==> src/rs_pkg.sv <==
package rs_pkg;

    //////////////////////////////////////////////////
    // widths
    //////////////////////////////////////////////////
    localparam int xlen         = 32;
    localparam int tag_bits     = 5;
    localparam int lsq_idx_bits = 3;
    localparam int reg_idx_bits = 5;

    localparam logic [reg_idx_bits-1:0] zero_reg = '0;

    //////////////////////////////////////////////////
    // instruction word
    //////////////////////////////////////////////////
    // raw view is stored, R-format view feeds source decode
    typedef union packed {
        logic [31:0] raw;
        struct packed {
            logic [6:0]              funct7;
            logic [reg_idx_bits-1:0] rs2;
            logic [reg_idx_bits-1:0] rs1;
            logic [2:0]              funct3;
            logic [reg_idx_bits-1:0] rd;
            logic [6:0]              opcode;
        } r;
    } inst_word_t;

    //////////////////////////////////////////////////
    // packets
    //////////////////////////////////////////////////
    typedef struct packed {
        logic                    valid;
        inst_word_t              inst;
        logic [xlen-1:0]         pc;
        logic [reg_idx_bits-1:0] rd;
        logic [4:0]              alu_func;
        logic                    rd_mem;
        logic                    wr_mem;
        logic [xlen-1:0]         rs1_value;
        logic [xlen-1:0]         rs2_value;
    } dispatch_t;

    // reorder buffer view of the instruction in dispatch
    typedef struct packed {
        logic [tag_bits-1:0] tag;
        logic                rs1_known;
        logic                rs1_complete;
        logic [tag_bits-1:0] rs1_tag;
        logic [xlen-1:0]     rs1_value;
        logic                rs2_known;
        logic                rs2_complete;
        logic [tag_bits-1:0] rs2_tag;
        logic [xlen-1:0]     rs2_value;
    } rob_lookup_t;

    typedef struct packed {
        logic                    valid;
        logic [tag_bits-1:0]     tag;
        logic [reg_idx_bits-1:0] rd;
        logic [xlen-1:0]         value;
    } cdb_t;

    typedef struct packed {
        logic [xlen-1:0]     value;
        logic [tag_bits-1:0] tag;
        logic                waiting;
    } operand_t;

    typedef struct packed {
        logic                    busy;
        logic                    issued;
        logic [tag_bits-1:0]     tag;
        operand_t                rs1;
        operand_t                rs2;
        inst_word_t              inst;
        logic [xlen-1:0]         pc;
        logic [reg_idx_bits-1:0] rd;
        logic [4:0]              alu_func;
        logic                    rd_mem;
        logic                    wr_mem;
        logic [lsq_idx_bits-1:0] lsq_idx;
    } entry_t;

    typedef struct packed {
        logic                    valid;
        inst_word_t              inst;
        logic [xlen-1:0]         pc;
        logic [reg_idx_bits-1:0] rd;
        logic [4:0]              alu_func;
        logic                    rd_mem;
        logic                    wr_mem;
        logic [tag_bits-1:0]     tag;
        logic [lsq_idx_bits-1:0] lsq_idx;
        logic [xlen-1:0]         rs1_value;
        logic [xlen-1:0]         rs2_value;
    } issue_t;

endpackage

==> src/reservation_station.sv <==
`timescale 1ns/1ps

module reservation_station #(
    parameter int num_alu = 8,
    parameter int num_mem = 4
) (
    input  logic                            clock,
    input  logic                            reset,
    input  rs_pkg::dispatch_t               dispatch,
    input  logic                            enable,
    input  rs_pkg::rob_lookup_t             rob_lookup,
    input  logic [rs_pkg::lsq_idx_bits-1:0] lsq_idx,
    input  rs_pkg::cdb_t                    cdb,
    input  logic                            flush,
    output rs_pkg::issue_t                  issue_out,
    output logic [num_alu+num_mem-1:0]      busy,
    output logic                            read_enable
);

    localparam int num_entries = num_alu + num_mem;

    logic [num_entries-1:0] write;
    logic [num_entries-1:0] grant;
    rs_pkg::entry_t         write_entry;
    rs_pkg::entry_t         entries [num_entries];

    //////////////////////////////////////////////////
    // dispatch -> bank -> issue
    //////////////////////////////////////////////////
    rs_dispatch #(
        .num_alu (num_alu),
        .num_mem (num_mem)
    ) dispatch_i (
        .dispatch    (dispatch),
        .enable      (enable),
        .rob_lookup  (rob_lookup),
        .lsq_idx     (lsq_idx),
        .busy        (busy),
        .write       (write),
        .write_entry (write_entry),
        .read_enable (read_enable)
    );

    rs_bank #(
        .num_alu (num_alu),
        .num_mem (num_mem)
    ) bank_i (
        .clock       (clock),
        .reset       (reset),
        .flush       (flush),
        .write       (write),
        .write_entry (write_entry),
        .cdb         (cdb),
        .grant       (grant),
        .entries     (entries),
        .busy        (busy)
    );

    rs_issue #(
        .num_alu (num_alu),
        .num_mem (num_mem)
    ) issue_i (
        .clock     (clock),
        .reset     (reset),
        .entries   (entries),
        .grant     (grant),
        .issue_out (issue_out)
    );

endmodule

==> src/rs_bank.sv <==
`timescale 1ns/1ps

module rs_bank #(
    parameter int num_alu = 8,
    parameter int num_mem = 4
) (
    input  logic                       clock,
    input  logic                       reset,
    input  logic                       flush,
    input  logic [num_alu+num_mem-1:0] write,
    input  rs_pkg::entry_t             write_entry,
    input  rs_pkg::cdb_t               cdb,
    input  logic [num_alu+num_mem-1:0] grant,
    output rs_pkg::entry_t             entries [num_alu+num_mem],
    output logic [num_alu+num_mem-1:0] busy
);

    localparam int num_entries = num_alu + num_mem;

    //////////////////////////////////////////////////
    // slots
    //////////////////////////////////////////////////
    // alu slots low, memory slots on top
    for (genvar i = 0; i < num_entries; i++) begin : g_slot
        rs_entry slot_i (
            .clock       (clock),
            .reset       (reset),
            .flush       (flush),
            .write       (write[i]),
            .write_entry (write_entry),
            .cdb         (cdb),
            .grant       (grant[i]),
            .entry       (entries[i])
        );

        assign busy[i] = entries[i].busy;
    end

endmodule

==> src/rs_dispatch.sv <==
`timescale 1ns/1ps

module rs_dispatch #(
    parameter int num_alu = 8,
    parameter int num_mem = 4
) (
    input  rs_pkg::dispatch_t                 dispatch,
    input  logic                              enable,
    input  rs_pkg::rob_lookup_t               rob_lookup,
    input  logic [rs_pkg::lsq_idx_bits-1:0]   lsq_idx,
    input  logic [num_alu+num_mem-1:0]        busy,
    output logic [num_alu+num_mem-1:0]        write,
    output rs_pkg::entry_t                    write_entry,
    output logic                              read_enable
);

    localparam int num_entries = num_alu + num_mem;

    // x0, then rob complete, then rob pending, else regfile value
    function automatic rs_pkg::operand_t resolve(
        input logic [rs_pkg::reg_idx_bits-1:0] src,
        input logic                            known,
        input logic                            complete,
        input logic [rs_pkg::tag_bits-1:0]     tag,
        input logic [rs_pkg::xlen-1:0]         rob_value,
        input logic [rs_pkg::xlen-1:0]         rf_value
    );
        rs_pkg::operand_t op;
        op.value   = rf_value;
        op.tag     = '0;
        op.waiting = 1'b0;
        if (src == rs_pkg::zero_reg) begin
            op.value = '0;
        end else if (known && complete) begin
            op.value = rob_value;
        end else if (known) begin
            op.value   = '0;
            op.tag     = tag;
            op.waiting = 1'b1;
        end
        return op;
    endfunction

    logic                   is_mem;
    logic                   alu_free;
    logic                   mem_free;
    logic                   accept;
    logic [num_entries-1:0] alu_pick;
    logic [num_entries-1:0] mem_pick;

    assign is_mem = dispatch.rd_mem || dispatch.wr_mem;

    //////////////////////////////////////////////////
    // free slot search, highest index wins
    //////////////////////////////////////////////////
    always_comb begin
        alu_free = 1'b0;
        mem_free = 1'b0;
        alu_pick = '0;
        mem_pick = '0;
        for (int i = 0; i < num_alu; i++) begin
            if (!busy[i]) begin
                alu_pick    = '0;
                alu_pick[i] = 1'b1;
                alu_free    = 1'b1;
            end
        end
        for (int i = num_alu; i < num_entries; i++) begin
            if (!busy[i]) begin
                mem_pick    = '0;
                mem_pick[i] = 1'b1;
                mem_free    = 1'b1;
            end
        end
    end

    assign accept      = dispatch.valid && enable && (is_mem ? mem_free : alu_free);
    assign write       = accept ? (is_mem ? mem_pick : alu_pick) : '0;
    assign read_enable = alu_free && mem_free;

    always_comb begin
        write_entry.busy     = 1'b1;
        write_entry.issued   = 1'b0;
        write_entry.tag      = rob_lookup.tag;
        write_entry.rs1      = resolve(dispatch.inst.r.rs1, rob_lookup.rs1_known,
                                       rob_lookup.rs1_complete, rob_lookup.rs1_tag,
                                       rob_lookup.rs1_value, dispatch.rs1_value);
        write_entry.rs2      = resolve(dispatch.inst.r.rs2, rob_lookup.rs2_known,
                                       rob_lookup.rs2_complete, rob_lookup.rs2_tag,
                                       rob_lookup.rs2_value, dispatch.rs2_value);
        write_entry.inst     = dispatch.inst;
        write_entry.pc       = dispatch.pc;
        write_entry.rd       = dispatch.rd;
        write_entry.alu_func = dispatch.alu_func;
        write_entry.rd_mem   = dispatch.rd_mem;
        write_entry.wr_mem   = dispatch.wr_mem;
        // alu slots carry no queue index
        write_entry.lsq_idx  = is_mem ? lsq_idx : '0;
    end

    // at most one slot written per cycle
    always_comb begin
        assert ($onehot0(write))
            else $error("dispatch write vector not one-hot");
    end

endmodule

==> src/rs_entry.sv <==
`timescale 1ns/1ps

module rs_entry (
    input  logic           clock,
    input  logic           reset,
    input  logic           flush,
    input  logic           write,
    input  rs_pkg::entry_t write_entry,
    input  rs_pkg::cdb_t   cdb,
    input  logic           grant,
    output rs_pkg::entry_t entry
);

    logic cdb_live;
    logic wake_rs1;
    logic wake_rs2;
    logic done;

    // broadcasts to x0 carry nothing worth waking on
    assign cdb_live = cdb.valid && (cdb.rd != rs_pkg::zero_reg);

    assign wake_rs1 = cdb_live && entry.rs1.waiting && (cdb.tag == entry.rs1.tag);
    assign wake_rs2 = cdb_live && entry.rs2.waiting && (cdb.tag == entry.rs2.tag);

    // own tag on the bus retires an issued slot
    assign done = cdb.valid && entry.issued && (cdb.tag == entry.tag);

    //////////////////////////////////////////////////
    // slot state
    //////////////////////////////////////////////////
    always_ff @(posedge clock) begin
        if (reset || flush) begin
            entry.busy        <= 1'b0;
            entry.issued      <= 1'b0;
            entry.rs1.waiting <= 1'b0;
            entry.rs2.waiting <= 1'b0;
        end else if (write) begin
            // same-cycle broadcast is missed on purpose
            entry <= write_entry;
        end else begin
            if (wake_rs1) begin
                entry.rs1.value   <= cdb.value;
                entry.rs1.waiting <= 1'b0;
            end
            if (wake_rs2) begin
                entry.rs2.value   <= cdb.value;
                entry.rs2.waiting <= 1'b0;
            end
            if (grant) begin
                entry.issued <= 1'b1;
            end
            if (done) begin
                entry.busy   <= 1'b0;
                entry.issued <= 1'b0;
            end
        end
    end

    // issue select must only pick a live, not yet issued slot
    grant_to_pending: assert property (
        @(posedge clock) disable iff (reset)
        grant |-> (entry.busy && !entry.issued)
    ) else $error("grant on a free or already issued entry");

endmodule

==> src/rs_issue.sv <==
`timescale 1ns/1ps

module rs_issue #(
    parameter int num_alu = 8,
    parameter int num_mem = 4
) (
    input  logic                       clock,
    input  logic                       reset,
    input  rs_pkg::entry_t             entries [num_alu+num_mem],
    output logic [num_alu+num_mem-1:0] grant,
    output rs_pkg::issue_t             issue_out
);

    localparam int num_entries = num_alu + num_mem;

    logic [num_entries-1:0] ready;
    rs_pkg::entry_t         winner;
    rs_pkg::issue_t         issue_next;

    always_comb begin
        for (int i = 0; i < num_entries; i++) begin
            ready[i] = entries[i].busy && !entries[i].issued
                    && !entries[i].rs1.waiting && !entries[i].rs2.waiting;
        end
    end

    // last hit in the scan is the highest index
    always_comb begin
        grant  = '0;
        winner = entries[0];
        for (int i = 0; i < num_entries; i++) begin
            if (ready[i]) begin
                grant    = '0;
                grant[i] = 1'b1;
                winner   = entries[i];
            end
        end
    end

    always_comb begin
        issue_next.valid     = |grant;
        issue_next.inst      = winner.inst;
        issue_next.pc        = winner.pc;
        issue_next.rd        = winner.rd;
        issue_next.alu_func  = winner.alu_func;
        issue_next.rd_mem    = winner.rd_mem;
        issue_next.wr_mem    = winner.wr_mem;
        issue_next.tag       = winner.tag;
        issue_next.lsq_idx   = winner.lsq_idx;
        issue_next.rs1_value = winner.rs1.value;
        issue_next.rs2_value = winner.rs2.value;
    end

    always_ff @(posedge clock) begin
        if (reset) begin
            issue_out.valid <= 1'b0;
        end else begin
            issue_out <= issue_next;
        end
    end

    one_grant: assert property (
        @(posedge clock) disable iff (reset)
        $onehot0(grant)
    ) else $error("more than one entry granted");

endmodule

==> config.mk <==
export PLATFORM = sky130hd
export DESIGN_NAME = reservation_station
export DESIGN_NICKNAME = d
export VERILOG_FILES = /design/src/rs_pkg.sv /design/src/reservation_station.sv /design/src/rs_bank.sv /design/src/rs_dispatch.sv /design/src/rs_entry.sv /design/src/rs_issue.sv
export SDC_FILE = /design/constraint.sdc
export NUM_CORES = 2
export LEC_CHECK = 0
export BUFFER_PORTS_ARGS = -buffer_cell sky130_fd_sc_hd__buf_4
export CAP_MARGIN = 5
export CORE_AREA = 8 8 406 408
export CTS_BUF_LIST = sky130_fd_sc_hd__clkbuf_4 sky130_fd_sc_hd__clkbuf_8
export DETAILED_ROUTE_END_ITERATION = 10
export DIE_AREA = 0 0 414 416
export PLACE_DENSITY = 0.74
export SLEW_MARGIN = 5
export SYNTH_ARGS = -nofsm -noshare
export SYNTH_HDL_FRONTEND = slang
export SYNTH_SLANG_ARGS = --single-unit
==> constraint.sdc <==
create_clock -name clock -period 13.3 [get_ports clock]
set_input_delay 1.33 -clock clock [delete_from_list [all_inputs] [get_ports clock]]
set_output_delay 1.33 -clock clock [all_outputs]
set_load 0.05 [all_outputs]
# After elaboration in Yosys (flattened, before gate mapping)
# Index checks and enable logic that the tools add are counted.
dict set report totals {
  regBits 2093
  in_bits 274
  out_inout_bits 162
  elab_cells 661
}
dict set report classes {
  n_eq_ne 36
  muxes 181
  n_bitwise 1
  reduce_logical 240
}
# op count
set op_table {}
lappend op_table {{160-bit two-way mux} 11}
lappend op_table {{32-bit two-way mux} 40}
lappend op_table {{33-bit two-way mux} 12}
lappend op_table {{5-bit == test} 36}
lappend op_table {{1-bit logical AND} 114}
lappend op_table {{38-bit two-way mux} 2}
lappend op_table {{2-bit AND reduction} 36}
lappend op_table {{2-bit nonzero test} 36}
lappend op_table {{1-bit two-way mux} 63}
lappend op_table {{2-bit two-way mux} 26}
lappend op_table {{12-bit two-way mux} 4}
lappend op_table {{1-bit logical NOT} 36}
lappend op_table {{6-bit two-way mux} 6}
lappend op_table {{3-bit OR reduction} 12}
lappend op_table {{11-bit two-way mux} 2}
lappend op_table {{10-bit two-way mux} 2}
lappend op_table {{9-bit two-way mux} 2}
lappend op_table {{8-bit two-way mux} 2}
lappend op_table {{7-bit two-way mux} 2}
lappend op_table {{12-bit OR reduction} 1}
lappend op_table {{5-bit logical NOT} 2}
lappend op_table {{5-bit two-way mux} 2}
lappend op_table {{3-bit two-way mux} 3}
lappend op_table {{4-bit two-way mux} 2}
lappend op_table {{3 further kinds} 4}

# Logic depth before layout (Yosys ltp)
dict set report logic_depth {
  word_depth 19
  depth_mapped 9
  ltp_nobuf 5
}

# Cells and area by module
# A second synthesis with hierarchy kept.
dict set report unflattened {
  hier_cells 7586
  area_unflattened_um2 91146.2
}
# mod instances cells_per_inst area_each_um2 seq_area_each_um2
set modules_own_cells {}
lappend modules_own_cells {rs_entry 12 369 5738.0 4824.6}
lappend modules_own_cells {rs_issue 1 2774 19829.0 4464.3}
lappend modules_own_cells {rs_dispatch 1 372 2371.0 0.0}
lappend modules_own_cells {rs_bank 1 12 90.1 0.0}

# Least setup slack after synthesis
# OpenSTA, ideal clock, no wires.
dict set report synth_path {
  path_kind {in2reg}
  startpoint {in dispatch[65] (netlist name)}
  endpoint {reg bank_i.g_slot[0].slot_i.entry[0] (netlist name), enable pin}
  setup_ns 0.781
  arrival_ns 10.879
  required_ns 12.519
  slack_ns 1.640
  path_stages 4
  n_path_buf 1
  path_cell_list {and4bb_2 nand2_1 clkbuf_1 nor4_1}
}
dict set report synth_via {
  elab_chain_cells 5
  word_cells_on_any_way 6
  classes_between {3 x mux; 3 x reduce/logical}
}
# element line
set synth_lines {}
lappend synth_lines {{start: declaration} reservation_station.sv:9} ;# input rs_pkg::dispatch_t dispatch,
lappend synth_lines {{1-bit logical OR (*)} rs_dispatch.sv:51} ;# assign is_mem = dispatch.rd_mem || dispatch.wr_mem;
lappend synth_lines {{1-bit two-way mux} rs_dispatch.sv:77} ;# assign accept = dispatch.valid && enable && (is_mem ? mem_free : alu_free);
lappend synth_lines {{1-bit logical AND} rs_dispatch.sv:77}
lappend synth_lines {{12-bit two-way mux (*)} rs_dispatch.sv:78} ;# assign write = accept ? (is_mem ? mem_pick : alu_pick) : '0;
lappend synth_lines {{2-bit AND reduction (no line) (*)} n/a}
lappend synth_lines {{end signal: assignment} rs_entry.sv:39} ;# entry <= write_entry;
lappend synth_lines {{end: declaration} rs_entry.sv:11} ;# output rs_pkg::entry_t entry
# Mark *: on every way between the ends. The rest lies on a longest branch, timed or not.
# A chain may end at the register's enable or synchronous reset.

==> impl_metrics.py <==
metrics = {
    "synthesis": {
        "async_reset_ff_frac": 0,
        "synth_top_family_by_area": "compound AO/OA/AOI/OAI gates",
        "synth_sequential_area_ratio": 0.7228,
        "synth_compound_area_frac": 0.1536,
        "yosysWarningCount": 0,
        "synth.top_cell.area_share": 0.7114,
        "postSynth.topFlopCell": "edfxtp_1",
        "number_of_flops_mapped_to_enable_cells_by_yosys": 2044,
        "simple_gate_area_share_of_the_yosys_netlist": 0.06475,
        "synth_cell_types": 67,
        "yosys.cell_count.top_type": "edfxtp_1",
        "synth_area_leaders": "edfxtp_1 (71%), o21ai_0 (5.5%), nand2_1 (2.7%)",
        "synthesis.instances": 6298,
        "post_synth_fa_ha_maj_area_fraction": 0,
        "synth_area_leader_cell": "edfxtp_1",
        "syn_area_per_cell_um2": 13.70,
        "synth.net_count": 6572,
        "ys_ff_latch": 2093,
        "synth_area_um2": 86280,
        "synth_common_cells": "edfxtp_1 (2044), o21ai_0 (941), nand2_1 (632), clkbuf_1 (420), nor2_1 (391)",
        "post_synth_mux_area_share": 0.01033,
        "synthXorXnorAreaFrac": 0.01797,
    },
    "sta": {
        "achievable-frequency_mhz": 235.4,
        "timing.final.setup_violations": 0,
        "final.setup_skew_ps": 70.29,
        "final_worst_path_period_share": 0.3194,
        "timing_max_transition_violations_final": 0,
        "final-hold-violation-count": 0,
        "crit_path_setup_slack_layout_ps": 9051,
        "worst_margin_pin_slew_ps": 1336,
        "grt_setup_unrepaired": "no",
        "timing.setup.tns_ps": 0,
        "slew_headroom": 0.1060,
        "final_period_minus_worst_setup_slack_ps": 4249,
    },
    "min_path": {
        "number_of_cells_traversed_by_the_worst_hold_path": 2,
        "hold_startpoint": "bank_i.g_slot[0].slot_i.entry[117]",
        "hp-class": "flip-flop to flip-flop",
        "terminating_pin_of_the_worst_hold_path": "bank_i.g_slot[0].slot_i.entry[117]",
    },
    "global_route": {
        "antenna_violations_before_repair": 29,
        "grt_use_total": 0.3090,
        "grt_start_max_net_pins": 121,
        "first_global_vias": 59312,
        "grt_first_pass_wirelength_mm": 395.4,
        "grt_overflow_total": 0,
    },
    "flow_run": {
        "max_cap_viol_count": 0,
    },
    "clock_tree": {
        "clock_tree_from_tritoncts": "yes",
        "cts_root_buf": "clkbuf_8",
        "cts_inserted_buffers": 344,
        "cts_hold_buf": 0,
        "postCtsSetupBuffers": 0,
        "clk_pin_slew_ps": 60,
        "clk_latency_ps": 1050,
        "clkSinkCount": 2093,
        "cts_resized": 0,
        "ctsLongestPathBuffers": 4,
        "htree_levels": 5,
    },
    "status": {
        "outcome": "completed",
    },
    "pwr": {
        "worst_ir_drop_vdd_mv": 0.1086,
        "power_leakage_nw": 33.89,
        "powerDensity_nw_per_um2": 137.2,
    },
    "layout": {
        "nNetsFinal": 6889,
        "layout.cells.non_filler": 8951,
        "area.growth.synth_to_final_pct": 13.34,
        "post_route_cells_drive_above_1_share": 0.1764,
        "fillerInstances": 11714,
    },
    "place": {
        "dp_worst_setup_slack_ps": 8309,
        "place_congestion": 0.8802,
        "post-place-cells": 8355,
        "dp.final_hpwl_mm": 156.7,
        "port_buffers": 435,
    },
    "worst_setup_path": {
        "crit-reg2reg-capture": "issue_i.issue_out[58]",
        "register_to_register_setup_slack_ps": 9050,
        "r2r_cells": 5,
        "setup.worst_path.start_class": "flip-flop",
        "cp_max_fo": 43,
        "worst_ep_arrival_time_ps": 4950,
        "critical_path.endpoint_type": "flip-flop",
        "start_of_the_worst_register_to_register_path": "bank_i.g_slot[7].slot_i.entry[161]",
        "cp.required_ps": 14000,
        "worst-setup-path-type": "flip-flop to flip-flop",
    },
    "floorplan": {
        "placement_rows": 147,
        "floorplan.die.width_um": 414,
        "core_region_area_um2": 158900,
        "start_util": 0.5429,
        "boundaryPins": 436,
        "area_of_the_die_um2": 172200,
        "die_height_um": 416,
    },
    "detailed_routing": {
        "drc": 0,
        "drt_first_pass_iters": 9,
        "ant_nets": 0,
        "route.detailed.wl_per_inst_um": 30.73,
        "detailroute.via_count": 59830,
        "drt_via_density": 6.684,
        "route.final.wire_length_mm": 275.0,
        "drtIter0Drc": 8802,
    },
}
## report_power, final
group / internal, mW / switching [mW]
Combinational: 0.180 / 0.454
Sequential: 7.28 / 0.0230
Clock: 2.98 / 2.49
## flip-flops by register name, summed over array words and instances (netlist names)
register                    cells
bank_i.g_slot.slot_i.entry   1944
issue_i.issue_out             149
## cell usage in the layout, fill, tap and decap left out, types with 18 or more instances in the layout
cell,synthesis,routed
a211oi_1,99,99
a21oi_1,135,125
a221o_1,209,209
a221oi_1,81,81
a222oi_1,32,32
a22oi_1,22,22
a2bb2oi_1,81,81
a31oi_1,38,38
buf_4,16,548
clkbuf_4,0,118
clkbuf_8,0,355
clkinv_1,0,60
clkinv_2,0,23
dfxtp_1,49,49
diode_2,0,18
edfxtp_1,2044,2044
inv_1,70,69
mux2i_1,89,89
nand2_1,632,625
nand3_1,56,55
nand4_1,19,19
nor2_1,391,364
nor2_4,0,31
nor3_1,99,99
nor4_1,41,36
o211ai_1,31,31
o21ai_0,941,941
o21ai_1,42,42
o221a_2,26,26
o221ai_1,88,88
o22a_1,29,29
o22ai_1,35,35
o41ai_1,31,31
xnor2_1,35,35
xor2_1,142,142
## final cells by class
type | count | area (µm²) | share of cell area
inverter | 70 | 270.3 | 0.002764
timing repair buffer | 551 | 4174 | 0.04268
clock buffer | 473 | 5772 | 0.05902
antenna | 18 | 45.04 | 0.0004606
sequential | 2093 | 62360 | 0.6377
clock inverter | 105 | 740.7 | 0.007575
tap | 2086 | 2610 | 0.02669
multi-input combinational | 3555 | 21810 | 0.2231
## worst max-delay path by stage
stage	end	cells after the start	slack [ps]	startpoint
floorplan	bank_i.g_slot[0].slot_i.entry[0]	4	1640	dispatch[65]
global placement	bank_i.g_slot[5].slot_i.entry[78]	7	8300	dispatch[65]
detailed placement	bank_i.g_slot[5].slot_i.entry[75]	7	8310	dispatch[65]
CTS	issue_i.issue_out[58]	5	9080	bank_i.g_slot[7].slot_i.entry[161]
global route	issue_i.issue_out[58]	5	9030	bank_i.g_slot[7].slot_i.entry[161]
finish	issue_i.issue_out[58]	5	9050	bank_i.g_slot[7].slot_i.entry[161]
## through the flow
step | hold WS (ps) | total power [mW] | cell area, µm² | util
after floorplan | 450.9 | 7.771 | 86280 | -
after global placement | 469.2 | 8.044 | 91230 | 0.5741
after CTS | 477.1 | 13.42 | 97740 | 0.6151
after global routing | 494.5 | 13.75 | 97770 | 0.6152
final | 500.1 | 13.41 | 97790 | 0.6153
after detailed placement | 485.1 | 8.062 | 91230 | 0.5741
## layer usage
layer | vias to the layer above | GRT usage | wire, µm
li1 | 25167 | - | -
met1 | 29172 | 0.3836 | 95610
met2 | 4467 | 0.4952 | 128100
met3 | 1006 | 0.08251 | 34970
met4 | 18 | 0.1720 | 16230
met5 | - | 0 | 115
## cells by family (layout without fill, tap and decap cells)
| family | Yosys count | in the layout |
|---|---|---|
| AO/OA/AOI/OAI | 1980 | 1980 |
| XOR/XNOR | 177 | 177 |
| buffers and inverters | 650 | 1199 |
| flip-flops | 2093 | 2093 |
| multiplexers | 89 | 89 |
| other | 0 | 18 |
| AND/OR/NAND/NOR | 1309 | 1309 |
## critical path, stage by stage (launching register included)
cell	delay, ps
dfxtp_1	520
or4b_4	880
nand2_4	630
buf_4	910
o221ai_1	310
o21ai_0	600
(Power assumes the default switching activity.)
